==> src/hw/soc_pkg.sv <==
package soc_pkg;

    // bus geometry
    localparam int addr_w     = 64;
    localparam int data_w     = 64;
    localparam int word_w     = 32;
    localparam int word_bytes = word_w / 8;

    // word memory
    localparam int mem_words = 3072;               // 12 KiB of 32-bit words
    localparam int ram_idx_w = $clog2(mem_words);

    localparam logic [addr_w-1:0] ram_base = 64'h0;
    localparam logic [addr_w-1:0] ram_size = 64'd12288;

    // single-register peripherals
    localparam logic [addr_w-1:0] key_addr      = 64'h1_0000;
    localparam logic [addr_w-1:0] uart_addr     = 64'h1_0008;
    localparam logic [addr_w-1:0] sd_addr_addr  = 64'h1_0010;   // sector number
    localparam logic [addr_w-1:0] sd_read_addr  = 64'h1_0018;   // write starts a read
    localparam logic [addr_w-1:0] sd_ready_addr = 64'h1_0020;
    localparam logic [addr_w-1:0] sd_avail_addr = 64'h1_0028;

    // sd receive buffer
    localparam logic [addr_w-1:0] sd_buf_base = 64'h1_1000;
    localparam int sd_buf_bytes       = 512;
    localparam int sd_idx_w           = $clog2(sd_buf_bytes);
    localparam int sd_avail_clear_idx = 10;        // flag drops this far into the next sector
    localparam int sector_w           = 32;

    // interrupt vector
    localparam int irq_w = 4;
    localparam logic [irq_w-1:0] irq_key = 4'd1;

    // load/store size code, bit 2 marks the unsigned loads
    typedef enum logic [2:0] {
        acc_byte   = 3'b000,
        acc_half   = 3'b001,
        acc_word   = 3'b010,
        acc_double = 3'b011,
        acc_byte_u = 3'b100,
        acc_half_u = 3'b101,
        acc_word_u = 3'b110
    } access_t;

    typedef struct packed {
        logic [addr_w-1:0] addr;
        logic [data_w-1:0] wdata;
        logic              rd;       // one-cycle strobe
        logic              wr;       // one-cycle strobe
        access_t           rd_type;
        access_t           wr_type;
    } bus_req_t;

    // one-hot region decode
    typedef struct packed {
        logic ram;
        logic key;
        logic uart;
        logic sd_addr;
        logic sd_read;
        logic sd_ready;
        logic sd_buf;
        logic sd_avail;
    } bus_sel_t;

    typedef struct packed {
        logic [sector_w-1:0] sector;
        logic                rd_start;
    } sd_ctrl_t;

    typedef struct packed {
        logic       ready;
        logic       byte_valid;
        logic [7:0] rx_byte;     // received data byte
    } sd_stat_t;

endpackage

==> src/hw/sd_sector_buffer.sv <==
`timescale 1ns/1ps

module sd_sector_buffer (
    input  logic              CLOCK_50,
    input  logic              KEY0,
    input  soc_pkg::bus_req_t req,
    input  soc_pkg::bus_sel_t sel,
    output soc_pkg::sd_ctrl_t ctrl,
    input  soc_pkg::sd_stat_t stat,
    output logic [63:0]       rdata
);
    import soc_pkg::*;

    logic [7:0] rx_buf [sd_buf_bytes];   // one sector

    logic [sector_w-1:0] sector_q;
    logic                rd_start_q;
    logic [sd_idx_w-1:0] rx_idx;          // next byte slot
    logic                avail_q;
    logic                valid_d;         // byte_valid delayed for edge detect
    logic [data_w-1:0]   rdata_q;

    logic [addr_w-1:0] buf_off;
    logic              byte_edge;

    assign buf_off   = req.addr - sd_buf_base;
    assign byte_edge = stat.byte_valid && !valid_d;

    // controller side registers
    always_ff @(posedge CLOCK_50 or negedge KEY0) begin
        if (!KEY0) begin
            sector_q   <= '0;
            rd_start_q <= 1'b0;
        end else begin
            rd_start_q <= req.wr && sel.sd_read;   // one pulse per write strobe
            if (req.wr && sel.sd_addr) sector_q <= req.wdata[sector_w-1:0];
        end
    end

    assign ctrl = '{sector: sector_q, rd_start: rd_start_q};

    // receive index and availability
    always_ff @(posedge CLOCK_50 or negedge KEY0) begin
        if (!KEY0) begin
            rx_idx  <= '0;
            avail_q <= 1'b0;
            valid_d <= 1'b0;
        end else begin
            valid_d <= stat.byte_valid;
            if (byte_edge) begin
                rx_idx <= rx_idx + 1'b1;                   // wraps after byte 511
                if (rx_idx == sd_idx_w'(sd_buf_bytes - 1)) avail_q <= 1'b1;
            end
            // a new sector is well under way
            if (rx_idx == sd_idx_w'(sd_avail_clear_idx)) avail_q <= 1'b0;
        end
    end

    always_ff @(posedge CLOCK_50) begin
        if (byte_edge) rx_buf[rx_idx] <= stat.rx_byte;
    end

    // read data one cycle after the strobe
    always_ff @(posedge CLOCK_50) begin
        if (req.rd) begin
            if (sel.sd_buf) begin
                rdata_q <= {{(data_w - 8){1'b0}}, rx_buf[buf_off[sd_idx_w-1:0]]};  // byte per load
            end else if (sel.sd_ready) begin
                rdata_q <= {{(data_w - 1){1'b0}}, stat.ready};
            end else if (sel.sd_avail) begin
                rdata_q <= {{(data_w - 1){1'b0}}, avail_q};
            end
        end
    end

    assign rdata = rdata_q;

    // controller expects a single-cycle start
    a_rd_start_pulse : assert property (@(posedge CLOCK_50) disable iff (!KEY0)
        ctrl.rd_start |=> !ctrl.rd_start);

endmodule

==> config.mk <==
export PLATFORM = sky130hd
export DESIGN_NAME = sd_sector_buffer
export DESIGN_NICKNAME = d
export VERILOG_FILES = /design/src/hw/soc_pkg.sv /design/src/hw/sd_sector_buffer.sv
export SDC_FILE = /design/constraint.sdc
export NUM_CORES = 2
export LEC_CHECK = 0
export BUFFER_PORTS_ARGS = -buffer_cell sky130_fd_sc_hd__buf_2
export CAP_MARGIN = 20
export CORE_MARGIN = 10
export CORE_UTILIZATION = 50
export CTS_BUF_LIST = sky130_fd_sc_hd__clkbuf_4 sky130_fd_sc_hd__clkbuf_8
export CTS_CLUSTER_DIAMETER = 30
export DETAILED_ROUTE_END_ITERATION = 7
export PLACE_DENSITY = 0.74
export SYNTH_ARGS = -nofsm -noshare
export SYNTH_HDL_FRONTEND = slang
export SYNTH_SLANG_ARGS = --single-unit
==> constraint.sdc <==
create_clock -name CLOCK_50 -period 2.6 [get_ports CLOCK_50]
set_clock_uncertainty 0.15 [all_clocks]
set_input_delay 0.13 -clock CLOCK_50 [delete_from_list [all_inputs] [get_ports CLOCK_50]]
set_output_delay 0.13 -clock CLOCK_50 [all_outputs]
set_load 0.05 [all_outputs]
==> reports/qor.yml <==
rr_startpoint: "rx_buf[358][4]"
clock_latency_ns: 1.23
die_y_um: 590
synth_cell_type_count: 80
nets: 9919
synthArstFlopShare_pct: 1.06
design_area_um2: 197000
max_cap_violations: 0
grt_use_met3_pct: 8.40
path_buf_inv: 1
track_usage_pct: 26.8
cpMaxStageDelayCell: "mux4_2"
fin_setup_tns_ns: -1.49
dp_hpwl_um: 307000
hold_viol: 0
wirelength_um: 477000
drt-initial-drc-count: 15400
drive_gt1_share_pct: 38.8
grtUsageMet2_pct: 40.7
coreArea_um2: 324000
first_pass_iters: 8
antenna_found_initial: 34
clkSinkCount: 4148
violations: "negative setup slack"
htreeDepth: 6
start_util_pct: 50.1
clockBufferDepth: 4
final_cells: 14700
io_pins: 253
synth_top_family_by_area: "multiplexers"
fin_crit_ns: 2.98
die_area_um2: 348000
area_growth_pct: 21.2
syn_inst: 7686
rsz0062_at_grt: "yes"
synth_area_per_cell_um2: 21.1
synthAdderAreaFrac_pct: 0.0308
cp.required_ns: 3.43
cts_tree: "built"
detail-route-antenna-nets: 0
clkTransAtPathRegs_ns: 0.07
place_ws_ns: -1.61
synthMuxAreaShare_pct: 15.7
yosysSeqAreaShare_pct: 76.6
netlist_area_um2: 162000
grt_overflow: 0
synth_edf_count: 4104
crit_arrival_ns: 3.81
irDropWorstVdd_uv: 589
postPlaceCellArea_um2: 179000
path_class: "reg -> reg"
slew_headroom_pct: 35.9
hold_path.startpoint: "stat[3]"
nFillCells: 21600
numCtsBuffers: 714
vias: 92600
finalSetupViolations: 10
p_leak_nw: 66.0
start_kind: "flip-flop"
gr-usage-met1_pct: 35.3
rows: 209
multi_input_area_um2: 35200
drcViolationCount: 0
synth-seq-cells: 4148
grt_pass1_vias: 92900
synth_compound_area_share_pct: 2.54
crit_chain: "mux4_2, mux4_2, mux2i_1, buf_4, o21ai_2, a2111o_1, nand4_1, nor3_2"
tightest_slew_ns: 0.962
period_share_pct: 115
gp_congestion: 0.932
register_area_um2: 124000
max_stage_delay_ns: 0.51
fmax_ghz: 0.336
holdWs_ns: 0.0638
yosys.area_share.simple_pct: 2.74
end_kind: "flip-flop"
synth_xor_area_share_pct: 0.0432
hp-class: "in -> reg"
cp_max_fo: 1
grt_busiest_layer: "met2"
p_total_mw: 148
synth-main-ff-cell: "edfxtp_1"
yosysWarnings: 0
routedWlPerCell_um: 32.5
dp.cells: 13200
dieWidth_um: 590
setup_slack_ns: -0.378
crit_family: "multiplexers"
grt_pass1_wl_um: 679000
portBuffers: 100
path_common_cell: "mux4_2"
cts_root_buffer: "clkbuf_8"
grt_max_degree: 169
status: "complete, but fails checks"
finalCoreUtilization_pct: 60.7
crit_start: "rx_buf[358][4]"
slew_violations: 0
vias_per_cell: 6.30
powerDensity_nw_per_um2: 753
-- final timing paths --
path,endpoint,cells past startpoint,slack [ns]
max reg2reg,rdata[4],8,-0.38
max in group asynchronous,sector_q[2],5,1.42
min reg2reg,rx_idx[5],1,0.41
max,rdata[4],8,-0.38
min,rx_buf[480][3],3,0.06
min in group asynchronous,rx_idx[3],5,0.62
-- layout make-up --
class / count / area share (%)
Antenna cell: 20 / 0.0255
Tap cell: 4325 / 2.75
Timing Repair Buffer: 1832 / 8.22
Inverter: 13 / 0.0325
Clock buffer: 894 / 5.70
Sequential cell: 4148 / 63.2
Multi-Input combinational cell: 3050 / 17.9
Clock inverter: 410 / 2.11
-- synthesized netlist by cell type, types with 10 or more instances --
| cell type | n | area, um^2 |
|---|---|---|
| and3_1 | 16 | 100 |
| buf_12 | 23 | 460 |
| a211oi_1 | 35 | 263 |
| o221ai_1 | 46 | 403 |
| buf_2 | 124 | 621 |
| a22oi_1 | 69 | 518 |
| buf_6 | 70 | 788 |
| mux4_2 | 960 | 21600 |
| mux2i_1 | 319 | 3190 |
| a21oi_1 | 103 | 515 |
| buf_8 | 14 | 210 |
| edfxtp_1 | 4104 | 123000 |
| o21ai_0 | 56 | 280 |
| nand2b_1 | 16 | 100 |
| dfrtp_1 | 44 | 1100 |
| a221oi_1 | 29 | 254 |
| o22ai_1 | 107 | 669 |
| buf_1 | 15 | 56.3 |
| nand3_1 | 72 | 360 |
| a311oi_1 | 11 | 96.3 |
| buf_4 | 125 | 938 |
| nor2_1 | 582 | 2180 |
| a31oi_1 | 26 | 163 |
| nor3_1 | 41 | 205 |
| clkbuf_1 | 159 | 597 |
| nor4_1 | 22 | 138 |
| and2_1 | 10 | 62.6 |
| nor2b_1 | 22 | 138 |
| nand2_1 | 239 | 897 |
| nand4_1 | 12 | 75.1 |
| a2111oi_0 | 24 | 210 |
| mux2_2 | 49 | 552 |
-- power by group --
group	total [mW]	switching, mW	internal, mW
clock	63.3	27.8	35.5
sequential	74.0	0.206	73.7
combinational	10.7	6.87	3.88
total	148	34.9	113
-- cells by family after synthesis --
group                      Yosys count
AOI/OAI and AO/OA                  593
buffers and inverters              543
DFF                               4148
xor gates and xnor gates             8
other                                1
muxes                             1333
and+or+nand+nor                   1056
adders and majority gates            4
-- registers in the layout, indices dropped and copies added (netlist names) --
signal	count
valid_d	1
rx_buf	4096
rx_idx	9
sector_q	32
avail_q	1
rdata	8
rd_start_q	1
-- cells in the final DEF (no fill, tap or decap), types with 45 or more instances in the layout --
cell	synthesis	final
clkinvlp_4	0	53
nand2_1	239	234
mux2i_1	319	316
clkinv_1	1	129
mux2_2	49	48
mux4_2	960	960
buf_4	125	1423
clkinv_2	0	88
edfxtp_1	4104	4104
bufinv_16	0	66
nor2_1	582	570
dlygate4sd3_1	0	137
o22ai_1	107	102
buf_12	23	172
a22oi_1	69	67
clkbuf_8	0	721
conb_1	1	56
buf_2	124	84
clkbuf_4	0	174
nand3_1	72	59
o221ai_1	46	45
a21oi_1	103	91
o21ai_0	56	52
-- worst reg2reg max path: stages (launching register included) --
cell	delay, ns
edfxtp_1	0.39
mux4_2	0.49
mux4_2	0.51
mux2i_1	0.15
buf_4	0.17
o21ai_2	0.06
a2111o_1	0.44
nand4_1	0.30
nor3_2	0.06
-- per-layer routing --
layer | share of wire [%] | vias to the layer above
li1 | - | 36200
met1 | 34 | 47300
met2 | 46 | 7772
met3 | 14 | 1355
met4 | 5.9 | 18
met5 | 0.023 | -
-- repair_timing --
item,4_1_cts,5_1_grt
setup buffers,1,1
resized for setup,80,60
endpoints found under the setup margin,11,83
endpoints found under the hold margin,4282,0
pin swaps,20,24
hold buffers,145,0
(Power assumes the default switching activity.)
