--- src/hw/soc_pkg.sv ---
package soc_pkg;

    // bus geometry
    localparam int addr_w     = 64;
    localparam int data_w     = 64;
    localparam int word_w     = 32;
    localparam int word_bytes = word_w / 8;

    // word memory
    localparam int mem_words = 3072;               // 12 KiB of 32-bit words
    localparam int ram_idx_w = $clog2(mem_words);

    localparam logic [addr_w-1:0] ram_base = 64'h0;
    localparam logic [addr_w-1:0] ram_size = 64'd12288;

    // single-register peripherals
    localparam logic [addr_w-1:0] key_addr      = 64'h1_0000;
    localparam logic [addr_w-1:0] uart_addr     = 64'h1_0008;
    localparam logic [addr_w-1:0] sd_addr_addr  = 64'h1_0010;   // sector number
    localparam logic [addr_w-1:0] sd_read_addr  = 64'h1_0018;   // write starts a read
    localparam logic [addr_w-1:0] sd_ready_addr = 64'h1_0020;
    localparam logic [addr_w-1:0] sd_avail_addr = 64'h1_0028;

    // sd receive buffer
    localparam logic [addr_w-1:0] sd_buf_base = 64'h1_1000;
    localparam int sd_buf_bytes       = 512;
    localparam int sd_idx_w           = $clog2(sd_buf_bytes);
    localparam int sd_avail_clear_idx = 10;        // flag drops this far into the next sector
    localparam int sector_w           = 32;

    // interrupt vector
    localparam int irq_w = 4;
    localparam logic [irq_w-1:0] irq_key = 4'd1;

    // load/store size code, bit 2 marks the unsigned loads
    typedef enum logic [2:0] {
        acc_byte   = 3'b000,
        acc_half   = 3'b001,
        acc_word   = 3'b010,
        acc_double = 3'b011,
        acc_byte_u = 3'b100,
        acc_half_u = 3'b101,
        acc_word_u = 3'b110
    } access_t;

    typedef struct packed {
        logic [addr_w-1:0] addr;
        logic [data_w-1:0] wdata;
        logic              rd;       // one-cycle strobe
        logic              wr;       // one-cycle strobe
        access_t           rd_type;
        access_t           wr_type;
    } bus_req_t;

    // one-hot region decode
    typedef struct packed {
        logic ram;
        logic key;
        logic uart;
        logic sd_addr;
        logic sd_read;
        logic sd_ready;
        logic sd_buf;
        logic sd_avail;
    } bus_sel_t;

    typedef struct packed {
        logic [sector_w-1:0] sector;
        logic                rd_start;
    } sd_ctrl_t;

    typedef struct packed {
        logic       ready;
        logic       byte_valid;
        logic [7:0] rx_byte;     // received data byte
    } sd_stat_t;

endpackage

--- src/hw/key_uart_regs.sv ---
`timescale 1ns/1ps

module key_uart_regs (
    input  logic                      CLOCK_50,
    input  logic                      KEY0,
    input  soc_pkg::bus_req_t         req,
    input  soc_pkg::bus_sel_t         sel,
    input  logic                      key_valid,
    input  logic [7:0]                key_ascii,
    input  logic                      irq_ack,
    output logic [soc_pkg::irq_w-1:0] irq_vector,
    output logic                      uart_write,
    output logic [31:0]               uart_data,
    output logic [63:0]               rdata
);
    import soc_pkg::*;

    logic [7:0]        ascii_q;     // last key code
    logic [irq_w-1:0]  irq_q;
    logic              uart_trig;
    logic              uart_trig_d;
    logic [data_w-1:0] rdata_q;

    always_ff @(posedge CLOCK_50) begin
        if (key_valid) ascii_q <= key_ascii;
    end

    // interrupt request held until acknowledged
    always_ff @(posedge CLOCK_50 or negedge KEY0) begin
        if (!KEY0) begin
            irq_q <= '0;
        end else if (irq_ack) begin
            irq_q <= '0;                                  // ack beats a new key
        end else if (key_valid && key_ascii != 8'd0) begin
            irq_q <= irq_key;
        end
    end

    assign irq_vector = irq_q;

    // console strobe edge detect
    assign uart_trig = req.wr && sel.uart;

    always_ff @(posedge CLOCK_50 or negedge KEY0) begin
        if (!KEY0) uart_trig_d <= 1'b0;
        else       uart_trig_d <= uart_trig;
    end

    assign uart_write = uart_trig && !uart_trig_d;
    assign uart_data  = req.wdata[word_w-1:0];    // console takes the low word

    // keyboard register read
    always_ff @(posedge CLOCK_50) begin
        if (req.rd && sel.key) rdata_q <= {{(data_w - 8){1'b0}}, ascii_q};
    end

    assign rdata = rdata_q;

endmodule

--- config.mk ---
export PLATFORM = sky130hd
export DESIGN_NAME = key_uart_regs
export DESIGN_NICKNAME = d
export VERILOG_FILES = /design/src/hw/soc_pkg.sv /design/src/hw/key_uart_regs.sv
export SDC_FILE = /design/constraint.sdc
export NUM_CORES = 1
export LEC_CHECK = 0
export ABC_AREA = 0
export BUFFER_PORTS_ARGS = -buffer_cell sky130_fd_sc_hd__buf_2
export CAP_MARGIN = 20
export CORE_AREA = 2 2 100 102
export DETAILED_ROUTE_END_ITERATION = 8
export DIE_AREA = 0 0 102 104
export GPL_ROUTABILITY_DRIVEN = 0
export PLACE_DENSITY = 0.48
export SLEW_MARGIN = 20
export SYNTH_ARGS = -nofsm -noshare
export SYNTH_HDL_FRONTEND = slang
export SYNTH_SLANG_ARGS = --single-unit
--- constraint.sdc ---
create_clock -name CLOCK_50 -period 0.8 [get_ports CLOCK_50]
set_input_delay 0.04 -clock CLOCK_50 [delete_from_list [all_inputs] [get_ports CLOCK_50]]
set_output_delay 0.04 -clock CLOCK_50 [all_outputs]
set_load 0.01 [all_outputs]
==> results of run 1 <==
==> critical path, delay by kind of cell (launching register included) <==
family / cells / cell delay [ns]
buf+inv: 1 / 0.14
flops: 1 / 0.36
simple gates: 1 / 0.11
==> worst max path at each step <==
stage                                startpoint                        end  slack [ns]  depth (start not counted)
after floorplan                    key_ascii[1]  irq_vector[0]$_DFFE_PN0P_       -0.06                          3
after global placement             key_ascii[1]  irq_vector[0]$_DFFE_PN0P_       -0.21                          4
after detailed placement           key_ascii[1]  irq_vector[0]$_DFFE_PN0P_       -0.23                          4
after CTS                 uart_trig_d$_DFF_PN0_                 uart_write       -0.11                          2
after global routing      uart_trig_d$_DFF_PN0_                 uart_write       -0.18                          2
final                     uart_trig_d$_DFF_PN0_                 uart_write       -0.09                          2
==> synthesized netlist by cell type <==
library cell | instances | area [um2]
a21oi_1 | 1 | 5.000
and2_1 | 2 | 12.51
buf_4 | 91 | 683.2
conb_1 | 1 | 3.750
dfrtp_1 | 2 | 50.05
edfxtp_1 | 16 | 480.5
inv_1 | 1 | 3.750
nor2b_1 | 1 | 6.260
o21ai_1 | 1 | 5.000
or4_1 | 2 | 15.01
==> where the power goes <==
part           total [mW]  switching [mW]  leakage, nW  internal (mW)
registers            1.10          0.0140        0.179           1.09
clock network       0.704           0.267       0.0288          0.436
logic               0.275           0.188        0.359         0.0866
total                2.08           0.470        0.566           1.61
==> final cells by class <==
class / instances / area share (%)
Clock buffer: 4 / 4.365
Inverter: 1 / 0.2976
Multi-Input combinational cell: 66 / 21.03
Sequential cell: 18 / 42.06
Tap cell: 133 / 13.19
Timing Repair Buffer: 36 / 19.05
==> layer usage <==
metal / vias to the layer above / GRT usage (%) / share of wire (%)
met5: - / 0 / 0
met4: 0 / 3.333 / 6.6
met3: 22 / 2.688 / 27
met2: 74 / 3.947 / 37
met1: 220 / 2.384 / 29
li1: 237 / - / -
==> cells by family (layout without fill, tap and decap cells) <==
kind of cell	after synthesis	after routing	share of synthesized area [%]
other cells	1	59	0.2965
flops	18	18	41.94
buf+inv	92	41	54.30
compound gates	2	2	0.7905
simple gates	5	5	2.670
==> registers in the layout (all words and copies together) (netlist names) <==
name,count
ascii_q,8
irq_vector,1
rdata,8
uart_trig_d,1
==> what timing repair did <==
item	in CTS	in global routing
endpoints found under the hold margin	9	0
gates resized for setup	0	0
setup endpoints to repair	5	10
hold buffers	8	0
==> metrics.csv, run 1 <==
stage;metric;value;unit
cells_and_area;final_util;13.21;%
cells_and_area;instances_no_fill;258;
floorplan;ios;257;
clock_tree;cts_root_buffer;clkbuf_8;
clock_tree;clockBufferDepth;2;
setup_path;slowest_stage;dfrtp_1;
power_and_ir_drop;pwr_density_cell;1650;mW/mm2
sta;final_max_slew_viol_count;0;
global_route;grt_pass1_vias;430;
global_route;grt_start_max_net_pins;11;
setup_path;ff2ff_path_depth;0;
clock_tree;cts_setup_buffers;0;
status;violations;setup timing;
clock_tree;clock_sinks;18;
sta;setup-tns-final;-0.09324;ns
cells_and_area;fill_cells;1099;
detailed_routing;drt-total-wl;1965;um
floorplan;dieArea;0.01061;mm2
placement;dpl_cell_area;0.001126;mm2
setup_path;crit_arrival;0.85;ns
synth;synth.avg_cell_area;10.72;um2
setup_path;rr_startpoint;ascii_q[4]$_DFFE_PP_;
worst_hold_path;hold_path_class;in -> reg;
setup_path;cp.required;0.76;ns
cells_and_area;multiInputGateArea;265.3;um2
sta;hold_slack;0.02207;ns
setup_path;startpoint_type;register;
clock_tree;cts_buffers;3;
detailed_routing;wl_per_cell;7.616;um
global_route;grt_usage;2.975;%
cells_and_area;nets;282;
job;drv_cap;0;
power_and_ir_drop;vdd.ir_drop.worst;0.0006210;V
power_and_ir_drop;total_power;2.081;mW
sta;max_freq;1.127;GHz
floorplan;start_util;13.25;%
placement;dp_hpwl;1512;um
setup_path;slowest_delay;0.36;ns
clock_tree;clk_pin_slew_worst_paths;0.06;ns
floorplan;row_count;36;
synth;syn_inst;118;
synth;synth-seq-cells;18;
detailed_routing;vias_per_cell;2.143;
cells_and_area;n_antenna_cell;0;
sta;setup_viol;4;
detailed_routing;vias;553;
cells_and_area;seqCellArea;530.5;um2
placement;place_ws;-0.2300;ns
placement;dp.cells;246;
global_route;grt_antenna_before_repair;0;
worst_hold_path;holdPathEnd;uart_trig_d$_DFF_PN0_;
floorplan;die_y;104;um
cells_and_area;areaGrowthSynthToFinish;-0.2967;%
sta;min_period;0.8874;ns
sta;period_share;110.9;%
placement;port_buffers;25;
sta;finalHoldViolCount;0;
detailed_routing;drc_errors;0;
cells_and_area;drive_gt1_share;25.60;%
clock_tree;clock_latency;0.25;ns
clock_tree;cts_htree_levels;1;
global_route;grt_overflow;0;
synth;netlist_area;0.001265;mm2
power_and_ir_drop;leakagePower;0.5663;nW
global_route;grt_first_pass_wirelength;2352;um
detailed_routing;first_pass_iters;2;
clock_tree;cts_tree;built;
worst_hold_path;holdPathStages;2;
sta;finClkSkew;0.0005669;ns
setup_path;rrSetupSlack;0.16;ns
detailed_routing;drt-initial-drc-count;4;
synth;synth_cell_type_count;10;
detailed_routing;ant_nets;0;
setup_path;crit_type;reg -> out;
sta;rsz0062_at_grt;yes;
sta;worst_slack;-0.08741;ns
cells_and_area;mostFrequentLayoutCells;conb_1 (59), buf_2 (25), edfxtp_1 (16), dlygate4sd3_1 (8), clkbuf_8 (4);
cells_and_area;fin_area;0.001261;mm2
synth;yosysWarningCount;0;
synth;seq_area_frac_synth;41.94;%
cells_and_area;final_common_cell;conb_1;
setup_path;r2r-end;rdata[4]$_DFFE_PP_;
worst_hold_path;min-delay-start;sel[5];
status;status;complete, but fails checks;
setup_path;worstSetupEndpointType;output port;
floorplan;core_area;0.009549;mm2
setup_path;crit_chain;nor2b_1, buf_2;
floorplan;die_width;102;um
setup_path;critPathMaxFanout;1;
Note: power is estimated with default switching activity, not from simulation.
==> run 2, diff against run 1 <==
Settings changed: CAP_MARGIN 20 to 25, SETUP_SLACK_MARGIN from default to 0.5.
==> run 2 against run 1 <==
  * Combinational power shrank 4%
  * Critical path depth unchanged
  * Clock power decreased by 15%
  * Count of clock-buffer cells in the layout decreased by 1
  * Die area is the same
  * Worst hold slack worse by 0.090 ns
  * The run ends with hold timing, setup timing left
  * Sequential power hardly changed
  * Via count shrank 3.3%
==> metrics.csv, run 2 (same netlist as run 1, synthesis figures left out) <==
stage;metric;value;unit
detailed_routing;drt-total-wl;1900;um
cells_and_area;final_common_cell;conb_1;
setup_path;crit_type;reg -> out;
worst_hold_path;hold_path_class;in -> reg;
sta;min_period;0.8892;ns
cells_and_area;areaGrowthSynthToFinish;-4.352;%
placement;port_buffers;25;
status;status;complete, but fails checks;
power_and_ir_drop;leakagePower;0.5397;nW
sta;finClkSkew;0.0004557;ns
clock_tree;cts_tree;built;
setup_path;worstSetupEndpointType;output port;
floorplan;die_width;102;um
setup_path;critPathMaxFanout;1;
cells_and_area;fill_cells;1093;
sta;finalHoldViolCount;7;
clock_tree;clock_sinks;18;
detailed_routing;drc_errors;0;
cells_and_area;multiInputGateArea;277.8;um2
floorplan;core_area;0.009549;mm2
clock_tree;cts_buffers;3;
power_and_ir_drop;p_comb_share;13.4;%
power_and_ir_drop;p_int;1.502;mW
detailed_routing;wl_per_cell;7.631;um
detailed_routing;drt-initial-drc-count;14;
power_and_ir_drop;switching_share;23.56;%
sta;hold_slack;-0.06766;ns
detailed_routing;vias;535;
power_and_ir_drop;vdd.ir_drop.worst;0.0004773;V
job;drv_cap;0;
placement;dp_hpwl;1499;um
clock_tree;clk_pin_slew_worst_paths;0.06;ns
global_route;grt_overflow;0;
clock_tree;clock_latency;0.25;ns
floorplan;die_y;104;um
power_and_ir_drop;power_frac_seq;56.2;%
setup_path;cp.required;0.76;ns
power_and_ir_drop;p_switching;0.4631;mW
sta;period_share;111.1;%
setup_path;crit_arrival;0.85;ns
global_route;grt_first_pass_wirelength;2159;um
status;violations;hold timing, setup timing;
cells_and_area;drive_gt1_share;29.31;%
power_and_ir_drop;total_power;1.966;mW
global_route;grt_antenna_before_repair;0;
clock_tree;cts_root_buffer;clkbuf_8;
clock_tree;clockBufferDepth;2;
global_route;grt_start_max_net_pins;10;
cells_and_area;fin_area;0.001210;mm2
clock_tree;holdBufCountCts;1;
sta;max_freq;1.125;GHz
floorplan;dieArea;0.01061;mm2
cells_and_area;mostFrequentLayoutCells;conb_1 (59), buf_2 (18), edfxtp_1 (16), buf_6 (6);
floorplan;row_count;36;
placement;dpl_cell_area;0.001111;mm2
sta;worst_slack;-0.08917;ns
detailed_routing;vias_per_cell;2.149;
cells_and_area;n_antenna_cell;0;
detailed_routing;ant_nets;0;
floorplan;start_util;13.25;%
sta;setup_viol;2;
clock_tree;cts_htree_levels;1;
floorplan;ios;257;
setup_path;startpoint_type;register;
detailed_routing;first_pass_iters;4;
global_route;grt_usage;2.825;%
power_and_ir_drop;pwr_density_cell;1625;mW/mm2
cells_and_area;nets;274;
global_route;grt_pass1_vias;385;
sta;final_max_slew_viol_count;0;
clock_tree;cts_setup_buffers;0;
cells_and_area;seqCellArea;530.5;um2
power_and_ir_drop;pwr-share-clk;30.4;%
sta;rsz0062_at_grt;yes;
## run 2: path summary, 6_finish.rpt
path,start,endpoint,slack (ns),depth (start not counted)
min in group asynchronous,KEY0,uart_trig_d$_DFF_PN0_,0.11,2
max in group asynchronous,KEY0,irq_vector[0]$_DFFE_PN0P_,0.60,2
worst min-delay path,irq_ack,irq_vector[0]$_DFFE_PN0P_,-0.07,2
worst max-delay path,uart_trig_d$_DFF_PN0_,uart_write,-0.09,2
worst min register to register,ascii_q[4]$_DFFE_PP_,rdata[4]$_DFFE_PP_,0.42,0
worst max register to register,ascii_q[0]$_DFFE_PP_,rdata[0]$_DFFE_PP_,0.15,0
## run 2: per-layer routing
| metal | share of wire [%] | vias to the layer above | global-route usage [%] |
|---|---|---|---|
| li1 | - | 220 | - |
| met1 | 29 | 227 | 2.262 |
| met2 | 38 | 75 | 3.430 |
| met3 | 27 | 13 | 2.621 |
| met4 | 6.3 | 0 | 3.714 |
| met5 | 0 | - | 0 |
## run 2: area by class of cell
type | instances | area share, %
clock buffers | 3 | 3.413
inverters | 1 | 0.3102
multi-input cells | 66 | 22.96
flip-flops and latches | 18 | 43.85
well taps | 133 | 13.75
repair buffers | 28 | 15.72
## run 2: worst max-delay path, cell delays in order, from the launching register on
cell     delay [ns]
dfrtp_1        0.38
nor2b_2        0.09
buf_2          0.13
## run 2: repair_timing
action / in CTS / in global routing
endpoints found under the setup margin: 35 / 27
hold endpoints to repair: 9 / 7
pin swaps: 5 / 3
gates resized for setup: 7 / 2
## run 2: per-stage QoR
stage          hold slack (ns)  cells  setup TNS [ns]  util, %  setup WS [ns]
2_1_floorplan          -0.2556    176        -0.05740        -       -0.05740
3_3_place_gp           -0.1689    245         -0.2110    11.64        -0.2110
3_5_place_dp           -0.1720    245         -0.2131    11.64        -0.2131
4_1_cts               -0.07271    249         -0.1377    12.54       -0.09957
5_1_grt               -0.07506    249         -0.4324    12.67        -0.1402
6_report              -0.06766    249        -0.09729    12.67       -0.08917
## run 2: power groups by stage
stage	clock [mW]	sequential [mW]	combinational (mW)
final	0.597	1.11	0.263
after floorplan	0	1.13	0.520
after CTS	0.624	1.10	0.252
after global routing	0.678	1.11	0.289
after global placement	0	1.13	0.229
after detailed placement	0	1.12	0.228
==> run 3, diff against run 2 <==
Settings changed: RECOVER_POWER from default to 50.
==> run 3 against run 2 <==
  * The flow still finishes with violations (hold timing, setup timing)
  * Clock skew did not move
  * Wire length up 0.16%
  * Flip-flop and latch count unchanged
  * Largest power group unchanged
  * Core utilization decreased by 0.079 points
  * First-iteration DRC count stayed put
  * Via count did not move
  * Highest routed layer unchanged
  * Clock power barely moved
  * Design area decreased by 0.62%
  * Count of clock-buffer cells in the layout is the same
  * Sequential power hardly changed
  * Global-route usage unchanged
  * Worst hold slack barely moved
==> metrics.csv, run 3 (same netlist as run 1, synthesis figures left out) <==
stage;metric;value;unit
floorplan;dieArea;0.01061;mm2
detailed_routing;first_pass_iters;4;
sta;hold_slack;-0.06798;ns
cells_and_area;fill_cells;1094;
floorplan;die_y;104;um
cells_and_area;areaGrowthSynthToFinish;-4.946;%
status;violations;hold timing, setup timing;
clock_tree;clock_sinks;18;
sta;setup_viol;2;
global_route;grt_antenna_before_repair;0;
power_and_ir_drop;vdd.ir_drop.worst;0.0004773;V
detailed_routing;vias;535;
global_route;grt_usage;2.825;%
clock_tree;clk_pin_slew_worst_paths;0.06;ns
setup_path;crit_chain;nor2b_2, buf_2;
sta;min_period;0.8892;ns
clock_tree;cts_tree;built;
clock_tree;cts_root_buffer;clkbuf_8;
detailed_routing;vias_per_cell;2.149;
global_route;grt_overflow;0;
detailed_routing;drt-total-wl;1903;um
sta;period_share;111.1;%
cells_and_area;drive_gt1_share;28.45;%
power_and_ir_drop;pwr_density_cell;1633;mW/mm2
setup_path;critPathMaxFanout;1;
sta;finalHoldViolCount;6;
cells_and_area;final_common_cell;conb_1;
cells_and_area;seqCellArea;530.5;um2
global_route;grt_start_max_net_pins;10;
sta;finClkSkew;0.0004557;ns
floorplan;row_count;36;
placement;dp_hpwl;1499;um
detailed_routing;wl_per_cell;7.643;um
cells_and_area;n_antenna_cell;0;
setup_path;slowest_stage;dfrtp_1;
sta;rsz0062_at_grt;yes;
setup_path;worstSetupEndpointType;output port;
clock_tree;cts_buffers;3;
detailed_routing;drt-initial-drc-count;14;
placement;port_buffers;25;
global_route;grt_first_pass_wirelength;2159;um
floorplan;start_util;13.25;%
clock_tree;cts_setup_buffers;0;
setup_path;startpoint_type;register;
setup_path;rrSetupSlack;0.15;ns
setup_path;crit_type;reg -> out;
placement;place_ws;-0.2131;ns
sta;worst_slack;-0.08917;ns
floorplan;ios;257;
power_and_ir_drop;leakagePower;0.5348;nW
status;status;complete, but fails checks;
setup_path;crit_arrival;0.85;ns
cells_and_area;multiInputGateArea;277.8;um2
clock_tree;holdBufCountCts;1;
clock_tree;clockBufferDepth;2;
clock_tree;cts_htree_levels;1;
cells_and_area;final_util;12.59;%
floorplan;die_width;102;um
cells_and_area;mostFrequentLayoutCells;conb_1 (59), buf_2 (18), edfxtp_1 (16), buf_6 (5);
floorplan;core_area;0.009549;mm2
sta;final_max_slew_viol_count;0;
detailed_routing;drc_errors;0;
setup_path;cp.required;0.76;ns
global_route;grt_pass1_vias;385;
job;drv_cap;0;
clock_tree;clock_latency;0.25;ns
detailed_routing;ant_nets;0;
cells_and_area;nets;274;
worst_hold_path;hold_path_class;in -> reg;
sta;max_freq;1.125;GHz
setup_path;slowest_delay;0.38;ns
## run 3: cell count changes in the layout (fill, tap and decap cells not counted), sizes merged
cell    previous run  this run
clkbuf             3         4
buf               27        26
## run 3: report_power, final
group / switching, mW / internal, mW / total, mW
registers: 0.0167 / 1.09 / 1.11
logic: 0.183 / 0.0764 / 0.260
clock network: 0.264 / 0.334 / 0.598
total: 0.464 / 1.50 / 1.96
## run 3: worst paths after layout
| check | from | to | cells past startpoint |
|---|---|---|---|
| worst max-delay path | uart_trig_d$_DFF_PN0_ | uart_write | 2 |
| worst min-delay path | irq_ack | irq_vector[0]$_DFFE_PN0P_ | 2 |
| worst max register to register | ascii_q[0]$_DFFE_PP_ | rdata[0]$_DFFE_PP_ | 0 |
| worst min register to register | ascii_q[4]$_DFFE_PP_ | rdata[4]$_DFFE_PP_ | 0 |
| max in group asynchronous | KEY0 | irq_vector[0]$_DFFE_PN0P_ | 2 |
| min in group asynchronous | KEY0 | uart_trig_d$_DFF_PN0_ | 2 |
## run 3: cell type report
class / count / share of cell area, %
clock buffers: 3 / 3.434
well taps: 133 / 13.84
multi-input cells: 66 / 23.10
flip-flops and latches: 18 / 44.12
inverters: 1 / 0.3122
repair buffers: 28 / 15.19
## run 3: timing repair
item | 4_1_cts | 5_1_grt
setup endpoints to repair | 35 | 27
resized for setup | 7 | 2
pin swaps | 5 | 3
endpoints found under the hold margin | 9 | 7
## run 3: metal layers
layer	vias to the layer above	GRT usage (%)	routed length, um
li1	220	-	-
met1	227	2.262	550
met2	75	3.430	713
met3	13	2.621	519
met5	-	0	0
met4	0	3.714	119
## run 3: metrics by stage
| step | setup TNS, ns | instance area [um2] | hold WS [ns] | power (mW) | instances |
|---|---|---|---|---|---|
| final | -0.09765 | 1202 | -0.06798 | 1.963 | 249 |
| after global routing | -0.4324 | 1202 | -0.07506 | 2.073 | 249 |
| after CTS | -0.1377 | 1197 | -0.07271 | 1.980 | 249 |
| after detailed placement | -0.2131 | 1111 | -0.1720 | 1.352 | 245 |
| after global placement | -0.2110 | 1111 | -0.1689 | 1.354 | 245 |
| after floorplan | -0.05740 | 1488 | -0.2556 | 1.648 | 176 |
## run 3: critical path, delay by kind of cell (launching register included)
kind / cells / cell delay (ns)
buffers and inverters: 1 / 0.13
flip-flops: 1 / 0.38
AND/OR/NAND/NOR: 1 / 0.09
